## config.mk

```make
export PLATFORM = sky130hd
export DESIGN_NAME = eeprom_ctrl_top
export DESIGN_NICKNAME = d
export VERILOG_FILES = /design/src/design/eeprom_pkg.sv /design/src/design/ee_bus_arbiter.sv /design/src/design/ee_req_queue.sv /design/src/design/eeprom_ctrl_top.sv /design/src/design/eeprom_txn_seq.sv /design/src/design/i2c_bit_engine.sv
export VERILOG_INCLUDE_DIRS = /design/src /design/src/design
export SDC_FILE = /design/constraint.sdc
export NUM_CORES = 1
export LEC_CHECK = 0
export ABC_CLOCK_PERIOD_IN_PS = 6490
export BUFFER_PORTS_ARGS = -buffer_cell sky130_fd_sc_hd__buf_4
export CAP_MARGIN = 15
export CORE_ASPECT_RATIO = 1.1
export CORE_MARGIN = 5
export CORE_UTILIZATION = 45
export DETAILED_ROUTE_END_ITERATION = 7
export GPL_TIMING_DRIVEN = 0
export MAX_ROUTING_LAYER = met4
export PLACE_DENSITY = 0.64
export SKIP_CTS_REPAIR_TIMING = 1
export SLEW_MARGIN = 5
export SYNTH_ARGS = -nofsm -noshare
export SYNTH_HDL_FRONTEND = slang
export SYNTH_SLANG_ARGS = --single-unit
```

## constraint.sdc

```tcl
create_clock -name CLK -period 6.49 [get_ports CLK]
set_input_delay 0.3245 -clock CLK [delete_from_list [all_inputs] [get_ports CLK]]
set_output_delay 0.3245 -clock CLK [all_outputs]
set_load 0.005 [all_outputs]
```

## src/design/eeprom_config.svh

```systemverilog
`ifndef EEPROM_CONFIG_SVH
`define EEPROM_CONFIG_SVH

// peer requesters sharing the bus
`define EE_NUM_PORTS 2

// entries per request queue, also the starting credit count
`define EE_QUEUE_DEPTH 4

// CLK cycles per SCL half period
`define EE_SCL_DIV 4

// fixed upper nibble of the 24Cxx control byte
`define EE_DEV_CODE 4'b1010

`endif

```

## src/design/eeprom_pkg.sv

```systemverilog
package eeprom_pkg;

    typedef logic [10:0] ee_addr_t; // [10:8] ride in the control byte
    typedef logic [7:0]  ee_data_t;
    typedef logic        ee_port_t;

    typedef struct packed {
        logic     write;
        ee_addr_t addr;
        ee_data_t wdata;
    } ee_req_t;

    typedef struct packed {
        logic     write;
        logic     err;   // device nack seen
        ee_addr_t addr;
        ee_data_t rdata;
    } ee_rsp_t;

    typedef struct packed {
        ee_req_t  req;
        ee_port_t port;
    } ee_grant_t;

    typedef enum logic [2:0] {
        cmd_idle,
        cmd_start,
        cmd_stop,
        cmd_wr_byte,
        cmd_rd_byte_ack,
        cmd_rd_byte_nack
    } bit_cmd_e;

    typedef enum logic [3:0] {
        ts_idle,
        ts_start,
        ts_ctrl_wr,
        ts_addr,
        ts_data_wr,
        ts_rstart,
        ts_ctrl_rd,
        ts_data_rd,
        ts_stop,
        ts_respond
    } txn_state_e;

    typedef enum logic [2:0] {
        bs_idle,
        bs_start,
        bs_stop,
        bs_shift,
        bs_ack
    } bit_state_e;

endpackage

```

## src/design/ee_bus_arbiter.sv

```systemverilog
`timescale 1ns/1ps
`include "eeprom_config.svh"

module ee_bus_arbiter
    import eeprom_pkg::*;
(
    input  logic                     CLK,
    input  logic                     RESET,
    input  logic [`EE_NUM_PORTS-1:0] head_valid,
    input  ee_req_t                  head [`EE_NUM_PORTS],
    output logic [`EE_NUM_PORTS-1:0] pop,
    output logic                     grant_valid,
    output ee_grant_t                grant,
    input  logic                     seq_ready,
    input  logic                     done_valid,
    input  ee_rsp_t                  done_rsp,
    input  ee_port_t                 done_port,
    output logic [`EE_NUM_PORTS-1:0] rsp_valid,
    output ee_rsp_t                  rsp [`EE_NUM_PORTS]
);

    logic     busy;     // sequencer owns a request
    ee_port_t last;
    ee_port_t sel;
    logic     transfer;
    logic     pick;

    // round robin between the two heads
    always_comb begin
        if (head_valid[0] && head_valid[1]) begin
            sel = ~last;
        end else if (head_valid[1]) begin
            sel = 1'b1;
        end else begin
            sel = 1'b0;
        end
    end

    assign transfer = grant_valid && seq_ready;
    assign pick     = !grant_valid && !busy && (|head_valid);

    always_ff @(posedge CLK) begin
        if (RESET) begin
            grant_valid <= 1'b0;
            busy        <= 1'b0;
            last        <= 1'b1; // port 0 wins the first tie
        end else begin
            if (transfer) begin
                grant_valid <= 1'b0;
                busy        <= 1'b1;
                last        <= grant.port;
            end else if (pick) begin
                grant_valid <= 1'b1;
            end
            if (done_valid) begin
                busy <= 1'b0;
            end
        end
    end

    always_ff @(posedge CLK) begin
        if (pick) begin
            grant.req  <= head[sel];
            grant.port <= sel;
        end
    end

    always_comb begin
        for (int p = 0; p < `EE_NUM_PORTS; p++) begin
            pop[p]       = transfer && (grant.port == ee_port_t'(p));
            rsp_valid[p] = done_valid && (done_port == ee_port_t'(p));
            rsp[p]       = done_rsp;
        end
    end

    a_done_while_busy: assert property (@(posedge CLK) disable iff (RESET)
        done_valid |-> busy);

endmodule

```

## src/design/ee_req_queue.sv

```systemverilog
`timescale 1ns/1ps
`include "eeprom_config.svh"

module ee_req_queue
    import eeprom_pkg::*;
(
    input  logic    CLK,
    input  logic    RESET,
    input  logic    push,
    input  ee_req_t push_req,
    output logic    head_valid,
    output ee_req_t head,
    input  logic    pop,
    output logic    credit_return
);

    localparam int unsigned PTR_W = $clog2(`EE_QUEUE_DEPTH);
    localparam int unsigned CNT_W = $clog2(`EE_QUEUE_DEPTH + 1);
    localparam logic [PTR_W-1:0] LAST_IDX = PTR_W'(`EE_QUEUE_DEPTH - 1);
    localparam logic [CNT_W-1:0] FULL_CNT = CNT_W'(`EE_QUEUE_DEPTH);

    ee_req_t          mem [`EE_QUEUE_DEPTH];
    logic [PTR_W-1:0] wr_ptr;
    logic [PTR_W-1:0] rd_ptr;
    logic [CNT_W-1:0] count;

    assign head_valid = (count != '0);
    assign head       = mem[rd_ptr];

    always_ff @(posedge CLK) begin
        if (push) begin
            mem[wr_ptr] <= push_req;
        end
    end

    always_ff @(posedge CLK) begin
        if (RESET) begin
            wr_ptr        <= '0;
            rd_ptr        <= '0;
            count         <= '0;
            credit_return <= 1'b0;
        end else begin
            if (push) begin
                wr_ptr <= (wr_ptr == LAST_IDX) ? '0 : wr_ptr + 1'b1;
            end
            if (pop) begin
                rd_ptr <= (rd_ptr == LAST_IDX) ? '0 : rd_ptr + 1'b1;
            end
            case ({push, pop})
                2'b10:   count <= count + 1'b1;
                2'b01:   count <= count - 1'b1;
                default: count <= count;
            endcase
            credit_return <= pop; // one credit back per popped entry
        end
    end

    // requester must hold a credit, so a full queue never sees a push
    a_no_push_full: assert property (@(posedge CLK) disable iff (RESET)
        push |-> (count != FULL_CNT));

    a_no_pop_empty: assert property (@(posedge CLK) disable iff (RESET)
        pop |-> head_valid);

endmodule

```

## src/design/eeprom_ctrl_top.sv

```systemverilog
`timescale 1ns/1ps
`include "eeprom_config.svh"

module eeprom_ctrl_top
    import eeprom_pkg::*;
(
    input  logic                     CLK,
    input  logic                     RESET,
    input  logic [`EE_NUM_PORTS-1:0] req_valid,
    input  ee_req_t                  req [`EE_NUM_PORTS],
    output logic [`EE_NUM_PORTS-1:0] credit_return,
    output logic [`EE_NUM_PORTS-1:0] rsp_valid,
    output ee_rsp_t                  rsp [`EE_NUM_PORTS],
    output logic                     scl,
    output logic                     sda_drive_low,
    input  logic                     sda_in
);

    logic [`EE_NUM_PORTS-1:0] head_valid;
    ee_req_t                  head [`EE_NUM_PORTS];
    logic [`EE_NUM_PORTS-1:0] pop;
    logic                     grant_valid;
    ee_grant_t                grant;
    logic                     seq_ready;
    logic                     done_valid;
    ee_rsp_t                  done_rsp;
    ee_port_t                 done_port;
    logic                     cmd_valid;
    bit_cmd_e                 cmd;
    ee_data_t                 cmd_byte;
    logic                     cmd_done;
    logic                     ack_seen;
    ee_data_t                 rx_byte;

    for (genvar p = 0; p < `EE_NUM_PORTS; p++) begin : g_queue
        ee_req_queue queue_i (
            .CLK           (CLK),
            .RESET         (RESET),
            .push          (req_valid[p]),
            .push_req      (req[p]),
            .head_valid    (head_valid[p]),
            .head          (head[p]),
            .pop           (pop[p]),
            .credit_return (credit_return[p])
        );
    end

    ee_bus_arbiter arb_i (
        .CLK         (CLK),
        .RESET       (RESET),
        .head_valid  (head_valid),
        .head        (head),
        .pop         (pop),
        .grant_valid (grant_valid),
        .grant       (grant),
        .seq_ready   (seq_ready),
        .done_valid  (done_valid),
        .done_rsp    (done_rsp),
        .done_port   (done_port),
        .rsp_valid   (rsp_valid),
        .rsp         (rsp)
    );

    eeprom_txn_seq seq_i (
        .CLK         (CLK),
        .RESET       (RESET),
        .grant_valid (grant_valid),
        .grant       (grant),
        .seq_ready   (seq_ready),
        .done_valid  (done_valid),
        .done_rsp    (done_rsp),
        .done_port   (done_port),
        .cmd_valid   (cmd_valid),
        .cmd         (cmd),
        .cmd_byte    (cmd_byte),
        .cmd_done    (cmd_done),
        .ack_seen    (ack_seen),
        .rx_byte     (rx_byte)
    );

    i2c_bit_engine bit_i (
        .CLK           (CLK),
        .RESET         (RESET),
        .cmd_valid     (cmd_valid),
        .cmd           (cmd),
        .cmd_byte      (cmd_byte),
        .cmd_done      (cmd_done),
        .ack_seen      (ack_seen),
        .rx_byte       (rx_byte),
        .scl           (scl),
        .sda_drive_low (sda_drive_low),
        .sda_in        (sda_in)
    );

endmodule

```

## src/design/eeprom_txn_seq.sv

```systemverilog
`timescale 1ns/1ps
`include "eeprom_config.svh"

module eeprom_txn_seq
    import eeprom_pkg::*;
(
    input  logic      CLK,
    input  logic      RESET,
    input  logic      grant_valid,
    input  ee_grant_t grant,
    output logic      seq_ready,
    output logic      done_valid,
    output ee_rsp_t   done_rsp,
    output ee_port_t  done_port,
    output logic      cmd_valid,
    output bit_cmd_e  cmd,
    output ee_data_t  cmd_byte,
    input  logic      cmd_done,
    input  logic      ack_seen,
    input  ee_data_t  rx_byte
);

    txn_state_e state;
    logic       waiting;  // command issued, engine busy
    logic       nack_err;
    ee_grant_t  cur;
    ee_data_t   rdata;

    assign seq_ready  = (state == ts_idle);
    assign done_valid = (state == ts_respond);
    assign done_port  = cur.port;
    assign cmd_valid  = !waiting && (state != ts_idle) && (state != ts_respond);

    always_comb begin
        done_rsp.write = cur.req.write;
        done_rsp.err   = nack_err;
        done_rsp.addr  = cur.req.addr;
        done_rsp.rdata = rdata;
    end

    always_comb begin
        cmd      = cmd_idle;
        cmd_byte = 8'h00;
        case (state)
            ts_start, ts_rstart: cmd = cmd_start;
            ts_stop:             cmd = cmd_stop;
            ts_data_rd:          cmd = cmd_rd_byte_nack; // single byte, nack ends it
            ts_ctrl_wr: begin
                cmd      = cmd_wr_byte;
                cmd_byte = {`EE_DEV_CODE, cur.req.addr[10:8], 1'b0};
            end
            ts_ctrl_rd: begin
                cmd      = cmd_wr_byte;
                cmd_byte = {`EE_DEV_CODE, cur.req.addr[10:8], 1'b1};
            end
            ts_addr: begin
                cmd      = cmd_wr_byte;
                cmd_byte = cur.req.addr[7:0];
            end
            ts_data_wr: begin
                cmd      = cmd_wr_byte;
                cmd_byte = cur.req.wdata;
            end
            default: cmd = cmd_idle;
        endcase
    end

    always_ff @(posedge CLK) begin
        if (RESET) begin
            state    <= ts_idle;
            waiting  <= 1'b0;
            nack_err <= 1'b0;
        end else begin
            if (cmd_valid) begin
                waiting <= 1'b1;
            end
            if (state == ts_idle && grant_valid) begin
                state    <= ts_start;
                nack_err <= 1'b0;
            end else if (state == ts_respond) begin
                state <= ts_idle;
            end else if (cmd_done) begin
                waiting <= 1'b0;
                case (state)
                    ts_start:   state <= ts_ctrl_wr;
                    ts_ctrl_wr: state <= ack_seen ? ts_addr : ts_stop;
                    ts_addr: begin
                        if (!ack_seen) begin
                            state <= ts_stop;
                        end else begin
                            state <= cur.req.write ? ts_data_wr : ts_rstart;
                        end
                    end
                    ts_data_wr: state <= ts_stop;
                    ts_rstart:  state <= ts_ctrl_rd;
                    ts_ctrl_rd: state <= ack_seen ? ts_data_rd : ts_stop;
                    ts_data_rd: state <= ts_stop;
                    ts_stop:    state <= ts_respond;
                    default:    state <= state;
                endcase
                if (cmd == cmd_wr_byte && !ack_seen) begin
                    nack_err <= 1'b1;
                end
            end
        end
    end

    always_ff @(posedge CLK) begin
        if (state == ts_idle && grant_valid) begin
            cur   <= grant;
            rdata <= 8'h00;
        end else if (state == ts_data_rd && cmd_done) begin
            rdata <= rx_byte;
        end
    end

    a_done_when_waiting: assert property (@(posedge CLK) disable iff (RESET)
        cmd_done |-> waiting);

endmodule

```

## src/design/i2c_bit_engine.sv

```systemverilog
`timescale 1ns/1ps
`include "eeprom_config.svh"

module i2c_bit_engine
    import eeprom_pkg::*;
(
    input  logic     CLK,
    input  logic     RESET,
    input  logic     cmd_valid,
    input  bit_cmd_e cmd,
    input  ee_data_t cmd_byte,
    output logic     cmd_done,
    output logic     ack_seen,
    output ee_data_t rx_byte,
    output logic     scl,
    output logic     sda_drive_low,
    input  logic     sda_in
);

    localparam int unsigned DIV   = `EE_SCL_DIV;
    localparam int unsigned CNT_W = $clog2(2 * DIV);
    localparam logic [CNT_W-1:0] LOW_MID  = CNT_W'(DIV / 2);
    localparam logic [CNT_W-1:0] RISE     = CNT_W'(DIV);
    localparam logic [CNT_W-1:0] HIGH_MID = CNT_W'(DIV + DIV / 2);
    localparam logic [CNT_W-1:0] BIT_END  = CNT_W'(2 * DIV - 1);

    bit_state_e       state;
    logic [CNT_W-1:0] cnt;     // position inside one bit time
    logic [2:0]       bit_cnt;
    ee_data_t         shreg;
    logic             is_read;
    logic             master_ack;

    assign rx_byte = shreg;

    always_ff @(posedge CLK) begin
        if (RESET) begin
            state         <= bs_idle;
            cnt           <= '0;
            bit_cnt       <= '0;
            scl           <= 1'b1;
            sda_drive_low <= 1'b0;
            cmd_done      <= 1'b0;
            ack_seen      <= 1'b0;
        end else begin
            cmd_done <= 1'b0;
            if (state == bs_idle) begin
                cnt     <= '0;
                bit_cnt <= '0;
                if (cmd_valid) begin
                    case (cmd)
                        cmd_start:   state <= bs_start;
                        cmd_stop:    state <= bs_stop;
                        cmd_wr_byte,
                        cmd_rd_byte_ack,
                        cmd_rd_byte_nack: state <= bs_shift;
                        default:     state <= bs_idle;
                    endcase
                end
            end else begin
                cnt <= (cnt == BIT_END) ? '0 : cnt + 1'b1;
                if (cnt == '0) begin
                    scl <= 1'b0;
                end
                if (cnt == RISE) begin
                    scl <= 1'b1;
                end
                // data moves in the middle of scl low
                if (cnt == LOW_MID) begin
                    case (state)
                        bs_start: sda_drive_low <= 1'b0;
                        bs_stop:  sda_drive_low <= 1'b1;
                        bs_shift: sda_drive_low <= !is_read && !shreg[7];
                        bs_ack:   sda_drive_low <= master_ack; // release for device ack
                        default:  sda_drive_low <= sda_drive_low;
                    endcase
                end
                // start and stop edges, and sampling, in the middle of scl high
                if (cnt == HIGH_MID) begin
                    case (state)
                        bs_start: sda_drive_low <= 1'b1;
                        bs_stop:  sda_drive_low <= 1'b0;
                        bs_ack:   ack_seen <= !sda_in;
                        default:  ack_seen <= ack_seen;
                    endcase
                end
                if (cnt == BIT_END) begin
                    if (state == bs_shift) begin
                        bit_cnt <= bit_cnt + 1'b1;
                        if (bit_cnt == 3'd7) begin
                            state <= bs_ack;
                        end
                    end else begin
                        state    <= bs_idle;
                        cmd_done <= 1'b1;
                    end
                end
            end
        end
    end

    // write bytes read back their own line, so one shifter serves both directions
    always_ff @(posedge CLK) begin
        if (state == bs_idle && cmd_valid) begin
            shreg      <= cmd_byte;
            is_read    <= (cmd == cmd_rd_byte_ack) || (cmd == cmd_rd_byte_nack);
            master_ack <= (cmd == cmd_rd_byte_ack);
        end else if (state == bs_shift && cnt == HIGH_MID) begin
            shreg <= {shreg[6:0], sda_in};
        end
    end

    // one command at a time
    a_cmd_when_idle: assert property (@(posedge CLK) disable iff (RESET)
        cmd_valid |-> (state == bs_idle));

endmodule

```

After elaboration in Yosys (flattened, before gate mapping)

Memories as Yosys holds them, arrays and structs flattened. A register that Yosys moved wholly into a read port is not among the register bits.
Index checks and enable logic that the tools add are counted.

Flip-flop bits (word level): 98
Memory bits (writable): 160
Bits of input ports: 45
Logic and storage cells: 191
Memories kept: 2

Add/subtract/negate cells: 10
Magnitude comparators: 1
Eq/ne operators: 34
Multiplexer cells: 48
Bitwise operators: 7
Reduce and logical (&&, ||, !) cells: 55

Memories:

| name                   | depth | bits a word | read ports | clocked after memory_dff | wr ports | line               | source |
|---|---|---|---|---|---|---|---|
| g_queue[0].queue_i.mem | 4     | 20          | 1          | 1                        | 1        | ee_req_queue.sv:22 | `` ee_req_t mem [`EE_QUEUE_DEPTH]; `` |
| g_queue[1].queue_i.mem | 4     | 20          | 1          | 1                        | 1        | ee_req_queue.sv:22 |  |

Operators with widths:

| cell                | count |
|---|---|
| $mux 20             | 3 |
| $pmux 8 s4          | 1 |
| $pmux 4 s7          | 1 |
| $eq 3x3->1 const B  | 7 |
| $mux 1              | 19 |
| $eq 4x3->1 const B  | 4 |
| $mux 2              | 8 |
| $mux 8              | 2 |
| $eq 3x2->1 const B  | 5 |
| $logic_and 1x1->1   | 15 |
| $mux 3              | 5 |
| $add 3x1->3 const B | 4 |
| $eq 2x2->1 const B  | 6 |
| $mux 4              | 3 |
| $pmux 3 s2          | 2 |
| $pmux 3 s4          | 1 |
| $reduce_or 2->1     | 6 |
| $reduce_or 3->1     | 4 |
| $reduce_bool 2->1   | 5 |
| $reduce_and 3->1    | 3 |
| $reduce_bool 3->1   | 3 |
| $reduce_bool 9->1   | 1 |
| $add 2x1->2 const B | 4 |
| $eq 4x2->1 const B  | 2 |
| other kinds (22)    | 41 |

Logic depth before layout (Yosys ltp)

Gate-level depths: netlist of run 1.

Word-level depth: 8
Gate-level depth with buffers: 10

Hierarchy

Synthesis of run 1 repeated with hierarchy kept, for this count alone.

Cells, all modules: 662
Area total of the unflattened synthesis: 10,930.5 µm²

By module, submodules not included:

| module         | instances | cells each | area an instance (µm²) | seq. area each (µm²) |
|---|---|---|---|---|
| ee_req_queue   | 2         | 150        | 3,345.7                | 2,602.5 |
| eeprom_txn_seq | 1         | 152        | 1,700.4                | 910.9 |
| ee_bus_arbiter | 1         | 101        | 1,342.5                | 690.7 |
| i2c_bit_engine | 1         | 109        | 1,196.1                | 560.5 |

Worst setup path before layout of run 1

OpenSTA, ideal clock, no wires.

Path type: flip-flop to flip-flop
Start: reg seq_i.state[1]
End: reg g_queue[0].queue_i.count[2]
Arrival: 2.235 ns
Data required time: 6.419 ns
Path slack: 4.184 ns
Stages on the path, launching flop included: 11
Buffers on the path: 2
Cells stage by stage: dfxtp_1 -> buf_2 -> or2_2 -> buf_2 -> nor3_4 -> ha_1 -> inv_1 -> fa_1 -> xor2_1 -> or3_1 -> a21oi_1

Longest elaborated chain between the ends: 5
Elaborated cells on any way between the ends: 7
Those cells by class: 2 x eq/ne; 1 x mux; 4 x reduce/logical

RTL lines:

| item                                                   | line                 | source |
|---|---|---|
| start, declared                                        | eeprom_txn_seq.sv:23 | `txn_state_e state;` |
| start signal, assigned                                 | eeprom_txn_seq.sv:70 | `state <= ts_idle;` |
| start signal, assigned                                 | eeprom_txn_seq.sv:78 | `state <= ts_start;` |
| start signal, assigned                                 | eeprom_txn_seq.sv:81 | `state <= ts_idle;` |
| $logic_not 4->1 *                                      | eeprom_txn_seq.sv:29 | `assign seq_ready = (state == ts_idle);` |
| $logic_and 1x1->1 *                                    | ee_bus_arbiter.sv:39 | `assign transfer = grant_valid && seq_ready;` |
| $logic_and 1x1->1 *                                    | ee_bus_arbiter.sv:70 | `pop[p] = transfer && (grant.port == ee_port_t'(p));` |
| via g_queue[0].queue_i.pop                             | ee_req_queue.sv:13   | `input logic pop,` |
| $eq 2x1->1 / $eq 2x2->1 (equally long branches)        | ee_req_queue.sv:49   | `case ({push, pop})` |
| $pmux 3 s2 / $reduce_bool 2->1 (equally long branches) | -                    |  |
| end signal, assigned                                   | ee_req_queue.sv:50   | `2'b10: count <= count + 1'b1;` |
| end signal, assigned                                   | ee_req_queue.sv:51   | `2'b01: count <= count - 1'b1;` |
| end signal, assigned                                   | ee_req_queue.sv:52   | `default: count <= count;` |
| end, declared                                          | ee_req_queue.sv:25   | `logic [CNT_W-1:0] count;` |

Mark *: on every way through the listed nets, which the timed path passes. The rest lies on a longest branch.
A chain may end at the register's enable or synchronous reset.

Final worst setup path of run 1

Ends and elaborated chain as after synthesis.

==> impl_metrics.tcl, run 1 <==
set metrics [dict create \
    drc 0 \
    wl_mm 20.55 \
    synth_top_family_by_area "multiplexers" \
    nFillCells 1793 \
    avgSynthCellArea_um2 16.27 \
    setup_tns_ns 0 \
    finalNetCount 853 \
    antenna_found_initial 0 \
    path_cells "buf_2 > or2_2 > buf_2 > nor3_4 > ha_1 > inv_1 > fa_1 > xor2_1 > or3_1 > a21oi_1" \
    synth-simple-area-share_pct 6.380 \
    clkPwrFrac_pct 30.8 \
    critPathRequiredTime_ns 6.92 \
    vias 5663 \
    synth-seq-cells 262 \
    num_rows 58 \
    hp-class "in -> reg" \
    path_class "reg -> reg" \
    power_mw 4.554 \
    hpwl_mm 14.56 \
    p_int_mw 3.380 \
    crit_fanout 10 \
    netlist.top_cell.by_area "edfxtp_1" \
    grt_overflow 0 \
    ys_seq_area_share_pct 69.57 \
    p_sw_share_pct 25.79 \
    synthAdderAreaFrac_pct 2.623 \
    synthesis.nets 717 \
    finalSetupViolCount 0 \
    gp_congestion 0.8544 \
    grt_max_degree 31 \
    drv_slew 0 \
    portBuffers 92 \
    via_per_inst 5.125 \
    chipHeight_um 170.9 \
    synth.area.top_cells "edfxtp_1 60%, dfxtp_1 9.5%, mux4_2 8.5%, buf_4 2.6%, ha_1 2.2%" \
    cp_common_cell "buf_2" \
    grt_usage_pct 16.19 \
    hold_viol 0 \
    outcome "complete, no violations" \
    avgRoutedWirePerCell_um 18.60 \
    final.period_utilization_pct 39.33 \
    cts_buffer_depth 3 \
    tightest_slew_ns 1.120 \
    die_x_um 156.3 \
    yosysUniqueCellTypes 55 \
    irDropWorstVdd_mv 0.2392 \
    synth_xor_area_share_pct 0.6616 \
    leakage_nw 4.613 \
    ys_warn_count 0 \
    crit_path_start_kind "flip-flop" \
    ys.flop_type "edfxtp_1" \
    crit_path_end_kind "flip-flop" \
    initial_utilization_pct 46.04 \
    synthArstFlopShare_pct 0 \
    finClkSkew_ns 0.009014 \
    yosysTopAreaCellShare_pct 60.11 \
    p_seq_share_pct 49.0 \
    syn_inst 651 \
    p_comb_share_pct 20.2 \
    synth_compound_gate_area_share_pct 4.123 \
    boundaryPins 93 \
    clk-insertion-delay-late_ns 0.51 \
    first_iter_violations 227 \
    grt_pass1_vias 6045 \
    die_area_um2 26700 \
    switching_power_mw 1.175 \
    ant_nets 0 \
    dr.pass1.iters 4 \
    critPathSlowestCell "fa_1" \
    root_buffer "clkbuf_16" \
    rsz0062_at_grt "no" \
    drv_cap 0 \
    n_antenna_cell 0 \
    cts.clk_slew.worst_paths_ns 0.06 \
    clock_sinks 262 \
    slew_headroom_pct 25.34 \
    cts_buffers 27 \
    drive_gt1_share_pct 31.43 \
    cp_data_arrival_time_ns 2.98 \
    fmaxAchievable_mhz 391.7 \
    cts_max_level 1 \
    syn2layout_area_growth_pct 19.15 \
    synth_edf_count 212 \
    period_needed_ns 2.553 \
    synthesis.area_um2 10590 \
    cts_tree "done" \
    muxShareOfSynthArea_pct 11.96 \
    fin_hold_ws_ns 0.01390 \
    grt_first_pass_wirelength_mm 32.82 \
    slowest_delay_ns 0.37 \
    power.density_nw_per_um2 360.9 \
    core_area_um2 23000 \
]
final timing paths:
path / start / endpoint / slack [ns] / cells after the start
hold / removal: req[36] / g_queue[0].queue_i.mem[2][16] / 0.01 / 1
setup reg to reg: seq_i.state[1] / g_queue[0].queue_i.count[2] / 3.94 / 10
hold reg to reg: arb_i.grant[1] / seq_i.cur[1] / 0.41 / 0
setup / recovery: seq_i.state[1] / g_queue[0].queue_i.count[2] / 3.94 / 10
final cells by class:
cell class	count	area, um2	share of cell area, %
timing repair buffer	107	845.8	6.703
tap	300	375.4	2.975
clock inverter	17	117.6	0.9321
buffer	63	402.9	3.193
clock buffer	30	686.9	5.444
multi-input combinational	302	2733	21.66
inverter	24	90.09	0.7139
sequential	262	7367	58.38
cell usage after synthesis, types with 7 or more instances:
master    count
edfxtp_1    212
dfxtp_1      50
nor2_1       42
mux4_2       40
buf_4        36
a21oi_1      27
inv_1        24
mux2_2       20
ha_1         19
nand2_1      19
mux2i_1      14
nor3_1       14
buf_2        13
and2_1       12
o21ai_0      10
clkbuf_1      9
nand2b_1      8
nor2b_1       7
critical path, delay by kind of cell (launching register included):
family                     cells  cell delay, ns
and+or+nand+nor                3            0.83
AOI/OAI and AO/OA              1            0.18
buffers and inverters          3            0.40
adders and majority gates      2            0.59
xor gates and xnor gates       1            0.16
DFF                            1            0.31
sequential cells by signal, summed over array words and instances (netlist names), 2 cells and up, named ones only:
name and cells:
arb_i.grant 21, bit_i.bit_cnt 3, bit_i.cnt 3, bit_i.rx_byte 8
bit_i.state 3, g_queue.queue_i.count 6, g_queue.queue_i.credit_return 2, g_queue.queue_i.mem 160
g_queue.queue_i.rd_ptr 4, g_queue.queue_i.wr_ptr 4, seq_i.cur 8, seq_i.done_rsp 12
seq_i.rdata 8, seq_i.state 4
cells in the final DEF, fill, tap and decap left out, drive strengths merged, types with 3 or more instances in the layout:
master / n
nor2: 42
buf: 147
o22ai: 3
ha: 19
o31ai: 5
nand4: 4
xnor2: 3
nor3b: 4
mux4: 40
xor2: 5
inv: 25
a22o: 4
clkinv: 12
mux2i: 14
nand2: 19
a21oi: 28
nor2b: 7
edfxtp: 212
clkinvlp: 3
nand2b: 8
and2: 12
dlygate4sd3: 14
mux2: 20
clkbuf: 39
nor3: 15
o21ai: 12
dfxtp: 50
a22oi: 3
nand3: 3
or3: 5
metrics by stage:
| step | worst slack [ns] | instance area, um2 | util, % | std cells |
|---|---|---|---|---|
| after floorplan | 4.184 | 10590 | - | 651 |
| after global placement | 4.057 | 11660 | 50.67 | 1043 |
| after detailed placement | 3.945 | 11670 | 50.75 | 1044 |
| after CTS | 3.933 | 12480 | 54.24 | 1091 |
| after global routing | 3.789 | 12620 | 54.85 | 1105 |
| final | 3.937 | 12620 | 54.85 | 1105 |
logic make-up (layout without fill, tap and decap cells):
group           after synthesis  count (layout)
xor+xnor                      8               8
buf+inv                      87             241
other cells                   1               1
simple gates                129             129
mux                          74              74
compound gates               69              69
fa+ha+maj                    21              21
flops                       262             262
power by group through the flow:
stage	Sequential, mW	Clock [mW]	Combinational, mW
2_1_floorplan	2.22	0	0.617
3_3_place_gp	2.26	0	0.887
3_5_place_dp	2.27	0	0.929
4_1_cts	2.23	1.44	0.933
5_1_grt	2.25	1.51	1.01
6_report	2.23	1.40	0.920
per-layer routing:
layer | up-vias | global-route usage (%) | wire length [um] | part of all wire [%]
met4 | 0 | 5.132 | 599 | 2.9
li1 | 2700 | - | - | -
met3 | 39 | 2.429 | 1014 | 4.9
met2 | 142 | 28.02 | 10630 | 52
met5 | - | - | 0 | 0
met1 | 2782 | 19.68 | 8305 | 40
Power figures use the tool's default switching activity.
==> inputs of run 2 (changes only) <==
ABC_CLOCK_PERIOD_IN_PS = 2500   (was 6490)
clock period = 2.5 ns   (was 6.49 ns; I/O delays follow)
==> run 2 against run 1 <==
- count of clock-buffer cells in the layout stayed put
- via count is 2.2% higher
- sequential share of layout area is 1.6 points lower
- first-iteration DRC count is 1.8% higher
- critical path depth is 1 lower
- global-route usage stayed put
==> impl_metrics.tcl, run 2 (synthesis results as in run 1) <==
set metrics [dict create \
    cts_buffers 27 \
    tightest_slew_ns 1.101 \
    hpwl_mm 14.56 \
    instances_no_fill 1138 \
    hold_depth 2 \
    irDropWorstVdd_mv 0.6252 \
    cts.clk_slew.worst_paths_ns 0.06 \
    finClkSkew_ns 0.009305 \
    hp-class "in -> reg" \
    core_area_um2 23000 \
    num_rows 58 \
    path_cells "buf_4 > or3b_4 > nor3_4 > ha_2 > inv_1 > fa_2 > xor2_1 > or3_1 > a21oi_2" \
    chipHeight_um 170.9 \
    power.density_nw_per_um2 918.4 \
    crit_path_start_kind "flip-flop" \
    avgRoutedWirePerCell_um 18.37 \
    cp_data_arrival_time_ns 2.91 \
    min_to "g_queue[1].queue_i.mem[3][18]" \
    grt_most_used_layer "met2" \
    rrSetupSlack_ns 0.03 \
    cts_tree "done" \
    met3_usage_pct 2.429 \
    fin_area_um2 12960 \
    finalSetupViolCount 0 \
    grt_first_pass_wirelength_mm 32.82 \
    initial_utilization_pct 46.04 \
    clock_sinks 262 \
    grt_pass1_vias 6045 \
    drv_slew 0 \
    wl_mm 20.91 \
    critPathSlowestCell "or3b_4" \
    antenna_found_initial 0 \
    numPlacedInstances 1044 \
    placed_area_um2 11670 \
    root_buffer "clkbuf_16" \
    nFillCells 1757 \
    syn2layout_area_growth_pct 22.42 \
    drive_gt1_share_pct 31.26 \
    via_per_inst 5.083 \
    ant_nets 0 \
    fmaxAchievable_mhz 404.9 \
    drc 0 \
    rsz0062_at_grt "yes" \
    clk-insertion-delay-late_ns 0.52 \
    hp-start "req[18]" \
    crit_path_end_kind "flip-flop" \
    multi_input_area_um2 2749 \
    regArea_um2 7367 \
    grt_overflow 0 \
    vias 5785 \
    hold_viol 0 \
    portBuffers 92 \
    die_x_um 156.3 \
    r2r-end "g_queue[0].queue_i.count[2]" \
    cts_max_level 1 \
    grt_max_degree 31 \
    crit_fanout 10 \
    die_area_um2 26700 \
    final.period_utilization_pct 98.79 \
    drv_cap 0 \
    boundaryPins 93 \
    fin_hold_ws_ns 0.3514 \
    gp_congestion 0.8544 \
    path_class "reg -> reg" \
    leakage_nw 4.754 \
    cts_buffer_depth 3 \
    final_util_pct 56.36 \
    largest_reg_flops 160 \
    slew_headroom_pct 26.58 \
    use_met2_pct 28.02 \
    period_needed_ns 2.470 \
    finalNetCount 886 \
    first_iter_violations 231 \
    dr.pass1.iters 4 \
    final_common_cell "edfxtp_1" \
    rr_worst_depth 9 \
    rr_startpoint "seq_i.state[0]" \
    grt_usage_pct 16.19 \
    largest-register "g_queue.queue_i.mem" \
    final_cell_mix "212 x edfxtp_1, 133 x buf_4, 50 x dfxtp_1" \
    outcome "complete, no violations" \
    n_antenna_cell 0 \
    grt_use_met1_pct 19.68 \
    critPathRequiredTime_ns 2.94 \
    slowest_delay_ns 0.42 \
    setup_tns_ns 0 \
]
-- run 2: cell count changes in the layout (fill, tap and decap cells not counted), sizes merged --
cell,before,now
dlygate4sd3,14,44
buf,147,149
clkbuf,39,40
-- run 2: how the worst max path moves through the flow --
| stage | endpoint | startpoint | slack (ns) |
|---|---|---|---|
| 2_1_floorplan | g_queue[0].queue_i.count[2] | seq_i.state[1] | 0.19 |
| 3_3_place_gp | g_queue[0].queue_i.count[2] | seq_i.state[1] | 0.07 |
| 3_5_place_dp | g_queue[0].queue_i.count[2] | seq_i.state[1] | -0.05 |
| 4_1_cts | g_queue[0].queue_i.count[2] | seq_i.state[1] | -0.06 |
| 5_1_grt | g_queue[0].queue_i.count[2] | seq_i.state[0] | -0.08 |
| 6_report | g_queue[0].queue_i.count[2] | seq_i.state[0] | 0.03 |
-- run 2: power by group --
part / total (mW) / switching [mW] / leakage (nW) / internal (mW)
clock: 3.64 / 1.57 / 0.395 / 2.07
combinational: 2.47 / 1.22 / 1.99 / 1.25
sequential: 5.79 / 0.277 / 2.37 / 5.52
total: 11.9 / 3.07 / 4.75 / 8.84
-- run 2: metal layers --
metal	part of all wire (%)	up-vias
met5	0	-
met4	2.9	0
met2	52	140
met3	4.3	42
met1	41	2841
li1	-	2762
-- run 2: through the flow --
step | setup slack [ns] | power, mW
after floorplan | 0.1945 | 7.371
after global placement | 0.06683 | 8.179
after detailed placement | -0.04514 | 8.304
after CTS | -0.05738 | 11.96
after global routing | -0.08041 | 12.49
final | 0.03036 | 11.91
-- run 2: cell type report --
class / count / area share (%)
multi-input combinational: 302 / 21.20
sequential: 262 / 56.82
timing repair buffer: 141 / 9.072
tap: 300 / 2.895
inverter: 24 / 0.6948
clock buffer: 30 / 5.298
buffer: 62 / 3.108
clock inverter: 17 / 0.9072
-- run 2: critical path: cells and delay by family, from the launching register on --
kind | cells | cell delay (ns)
adder cells (fa/ha/maj) | 2 | 0.55
XOR/XNOR | 1 | 0.15
buffers and inverters | 2 | 0.23
AO/OA/AOI/OAI | 1 | 0.16
AND/OR/NAND/NOR | 3 | 0.98
flip-flops | 1 | 0.32
==> inputs of run 3 (changes only) <==
BUFFER_PORTS_ARGS = default   (was -buffer_cell sky130_fd_sc_hd__buf_4)
DONT_BUFFER_PORTS = 1   (was default)
PLACE_DENSITY = 0.61   (was 0.64)
==> run 3 against run 2 <==
- first-iteration DRC count grew 8.2%
- sequential share of layout area grew 2.4 points
- global-route usage shrank 0.12 points
- register-to-register slack is essentially flat
- combinational power shrank 8.9%
- design area shrank 4.0%
- flip-flop and latch count is the same
- fmax grew 0.60%
- largest cell class unchanged
==> impl_metrics.tcl, run 3 (synthesis results as in run 1) <==
set metrics [dict create \
    cts_buffer_depth 3 \
    crit_path_end_kind "flip-flop" \
    dr.pass1.iters 5 \
    final.period_utilization_pct 98.20 \
    hold_viol 0 \
    instances_no_fill 1053 \
    die_area_um2 26700 \
    syn2layout_area_growth_pct 17.54 \
    largest_reg_flops 160 \
    outcome "complete, no violations" \
    drv_slew 0 \
    n_antenna_cell 0 \
    crit_fanout 10 \
    final_util_pct 54.11 \
    cts_max_level 1 \
    fmaxAchievable_mhz 407.3 \
    nFillCells 1802 \
    root_buffer "clkbuf_16" \
    regArea_um2 7370 \
    grt_usage_pct 16.07 \
    largest-register "g_queue.queue_i.mem" \
    clk-insertion-delay-late_ns 0.55 \
    avgRoutedWirePerCell_um 19.79 \
    num_rows 58 \
    grt_overflow 0 \
    grt_pass1_vias 5658 \
    final_cell_mix "212 x edfxtp_1, 48 x dfxtp_1, 45 x dlygate4sd3_1" \
    period_needed_ns 2.455 \
    finalNetCount 797 \
    chipHeight_um 170.9 \
    path_class "reg -> reg" \
    ant_nets 0 \
    power.density_nw_per_um2 979.2 \
    drc 0 \
    rsz0062_at_grt "yes" \
    drv_cap 0 \
    drive_gt1_share_pct 23.37 \
    placed_area_um2 10980 \
    grt_max_degree 31 \
    grt_first_pass_wirelength_mm 32.00 \
    hp-start "req_valid[1]" \
    slew_headroom_pct 26.11 \
    critPathRequiredTime_ns 2.96 \
    rr_startpoint "seq_i.state[0]" \
    clock_sinks 262 \
    first_iter_violations 250 \
    portBuffers 0 \
    cts.clk_slew.worst_paths_ns 0.06 \
    rr_worst_depth 9 \
    numPlacedInstances 952 \
    vias 5489 \
    crit_path_start_kind "flip-flop" \
    final_common_cell "edfxtp_1" \
    hpwl_mm 14.22 \
    r2r-end "g_queue[0].queue_i.count[2]" \
    startpoint "seq_i.state[0]" \
    die_x_um 156.3 \
    cts_tree "done" \
    leakage_nw 4.372 \
    cts_buffers 28 \
    multi_input_area_um2 2754 \
    tightest_slew_ns 1.108 \
    core_area_um2 23000 \
    initial_utilization_pct 46.04 \
    irDropWorstVdd_mv 0.8085 \
    finalSetupViolCount 0 \
    gp_congestion 0.8706 \
    wl_mm 20.84 \
    cp_data_arrival_time_ns 2.92 \
    finClkSkew_ns 0.01432 \
    fin_area_um2 12450 \
    via_per_inst 5.213 \
    antenna_found_initial 0 \
    rrSetupSlack_ns 0.05 \
    min_to "g_queue[1].queue_i.mem[1][11]" \
    hp-class "in -> reg" \
    hold_depth 1 \
    boundaryPins 93 \
]
## run 3: worst max-delay path: stages (launching register included)
cell     delay [ns]
dfxtp_2        0.33
buf_6          0.14
or3b_4         0.39
nor3_4         0.20
ha_2           0.22
inv_1          0.06
fa_1           0.37
xor2_1         0.17
or3_4          0.37
a21oi_2        0.13
## run 3: per-layer routing
layer  vias to the layer above  wire [um]  global-route usage (%)
met3                        22        894                   4.225
met2                       129      11130                   28.04
met5                         -          0                       -
met4                         0        329                   3.698
met1                      2737       8485                   18.70
li1                       2601          -                       -
## run 3: through the flow
step	hold WS [ns]	TNS, ns	worst slack, ns	power, mW
2_1_floorplan	0.2239	0	0.1945	7.371
3_3_place_gp	0.2240	0	0.03817	7.954
3_5_place_dp	0.2240	-0.03165	-0.03165	8.049
4_1_cts	-0.3540	-0.04468	-0.04468	12.20
5_1_grt	0.001680	-0.04844	-0.03171	12.77
6_report	0.01475	0	0.04510	12.19
## run 3: power by group
group | leakage (nW) | internal, mW | switching (mW)
Combinational | 1.55 | 1.07 | 1.18
Sequential | 2.37 | 5.52 | 0.285
Clock | 0.460 | 2.46 | 1.67
Total | 4.37 | 9.05 | 3.14
## run 3: worst max-delay path by stage
stage                                  end  slack [ns]  cells after the start
4_1_cts        g_queue[0].queue_i.count[2]       -0.04                     10
5_1_grt        g_queue[1].queue_i.count[2]       -0.03                     10
6_report       g_queue[0].queue_i.count[2]        0.05                      9
3_3_place_gp                arb_i.grant[9]        0.04                      3
2_1_floorplan  g_queue[0].queue_i.count[2]        0.19                     10
3_5_place_dp   g_queue[0].queue_i.count[2]       -0.03                     10
## run 3: cell type report
| class | instances | area share (%) |
|---|---|---|
| Multi-Input combinational cell | 302 | 22.12 |
| Clock inverter | 15 | 1.508 |
| Clock buffer | 37 | 6.061 |
| Sequential cell | 262 | 59.20 |
| Timing Repair Buffer | 51 | 4.101 |
| Buffer | 62 | 3.267 |
| Tap cell | 300 | 3.015 |
| Inverter | 24 | 0.7237 |
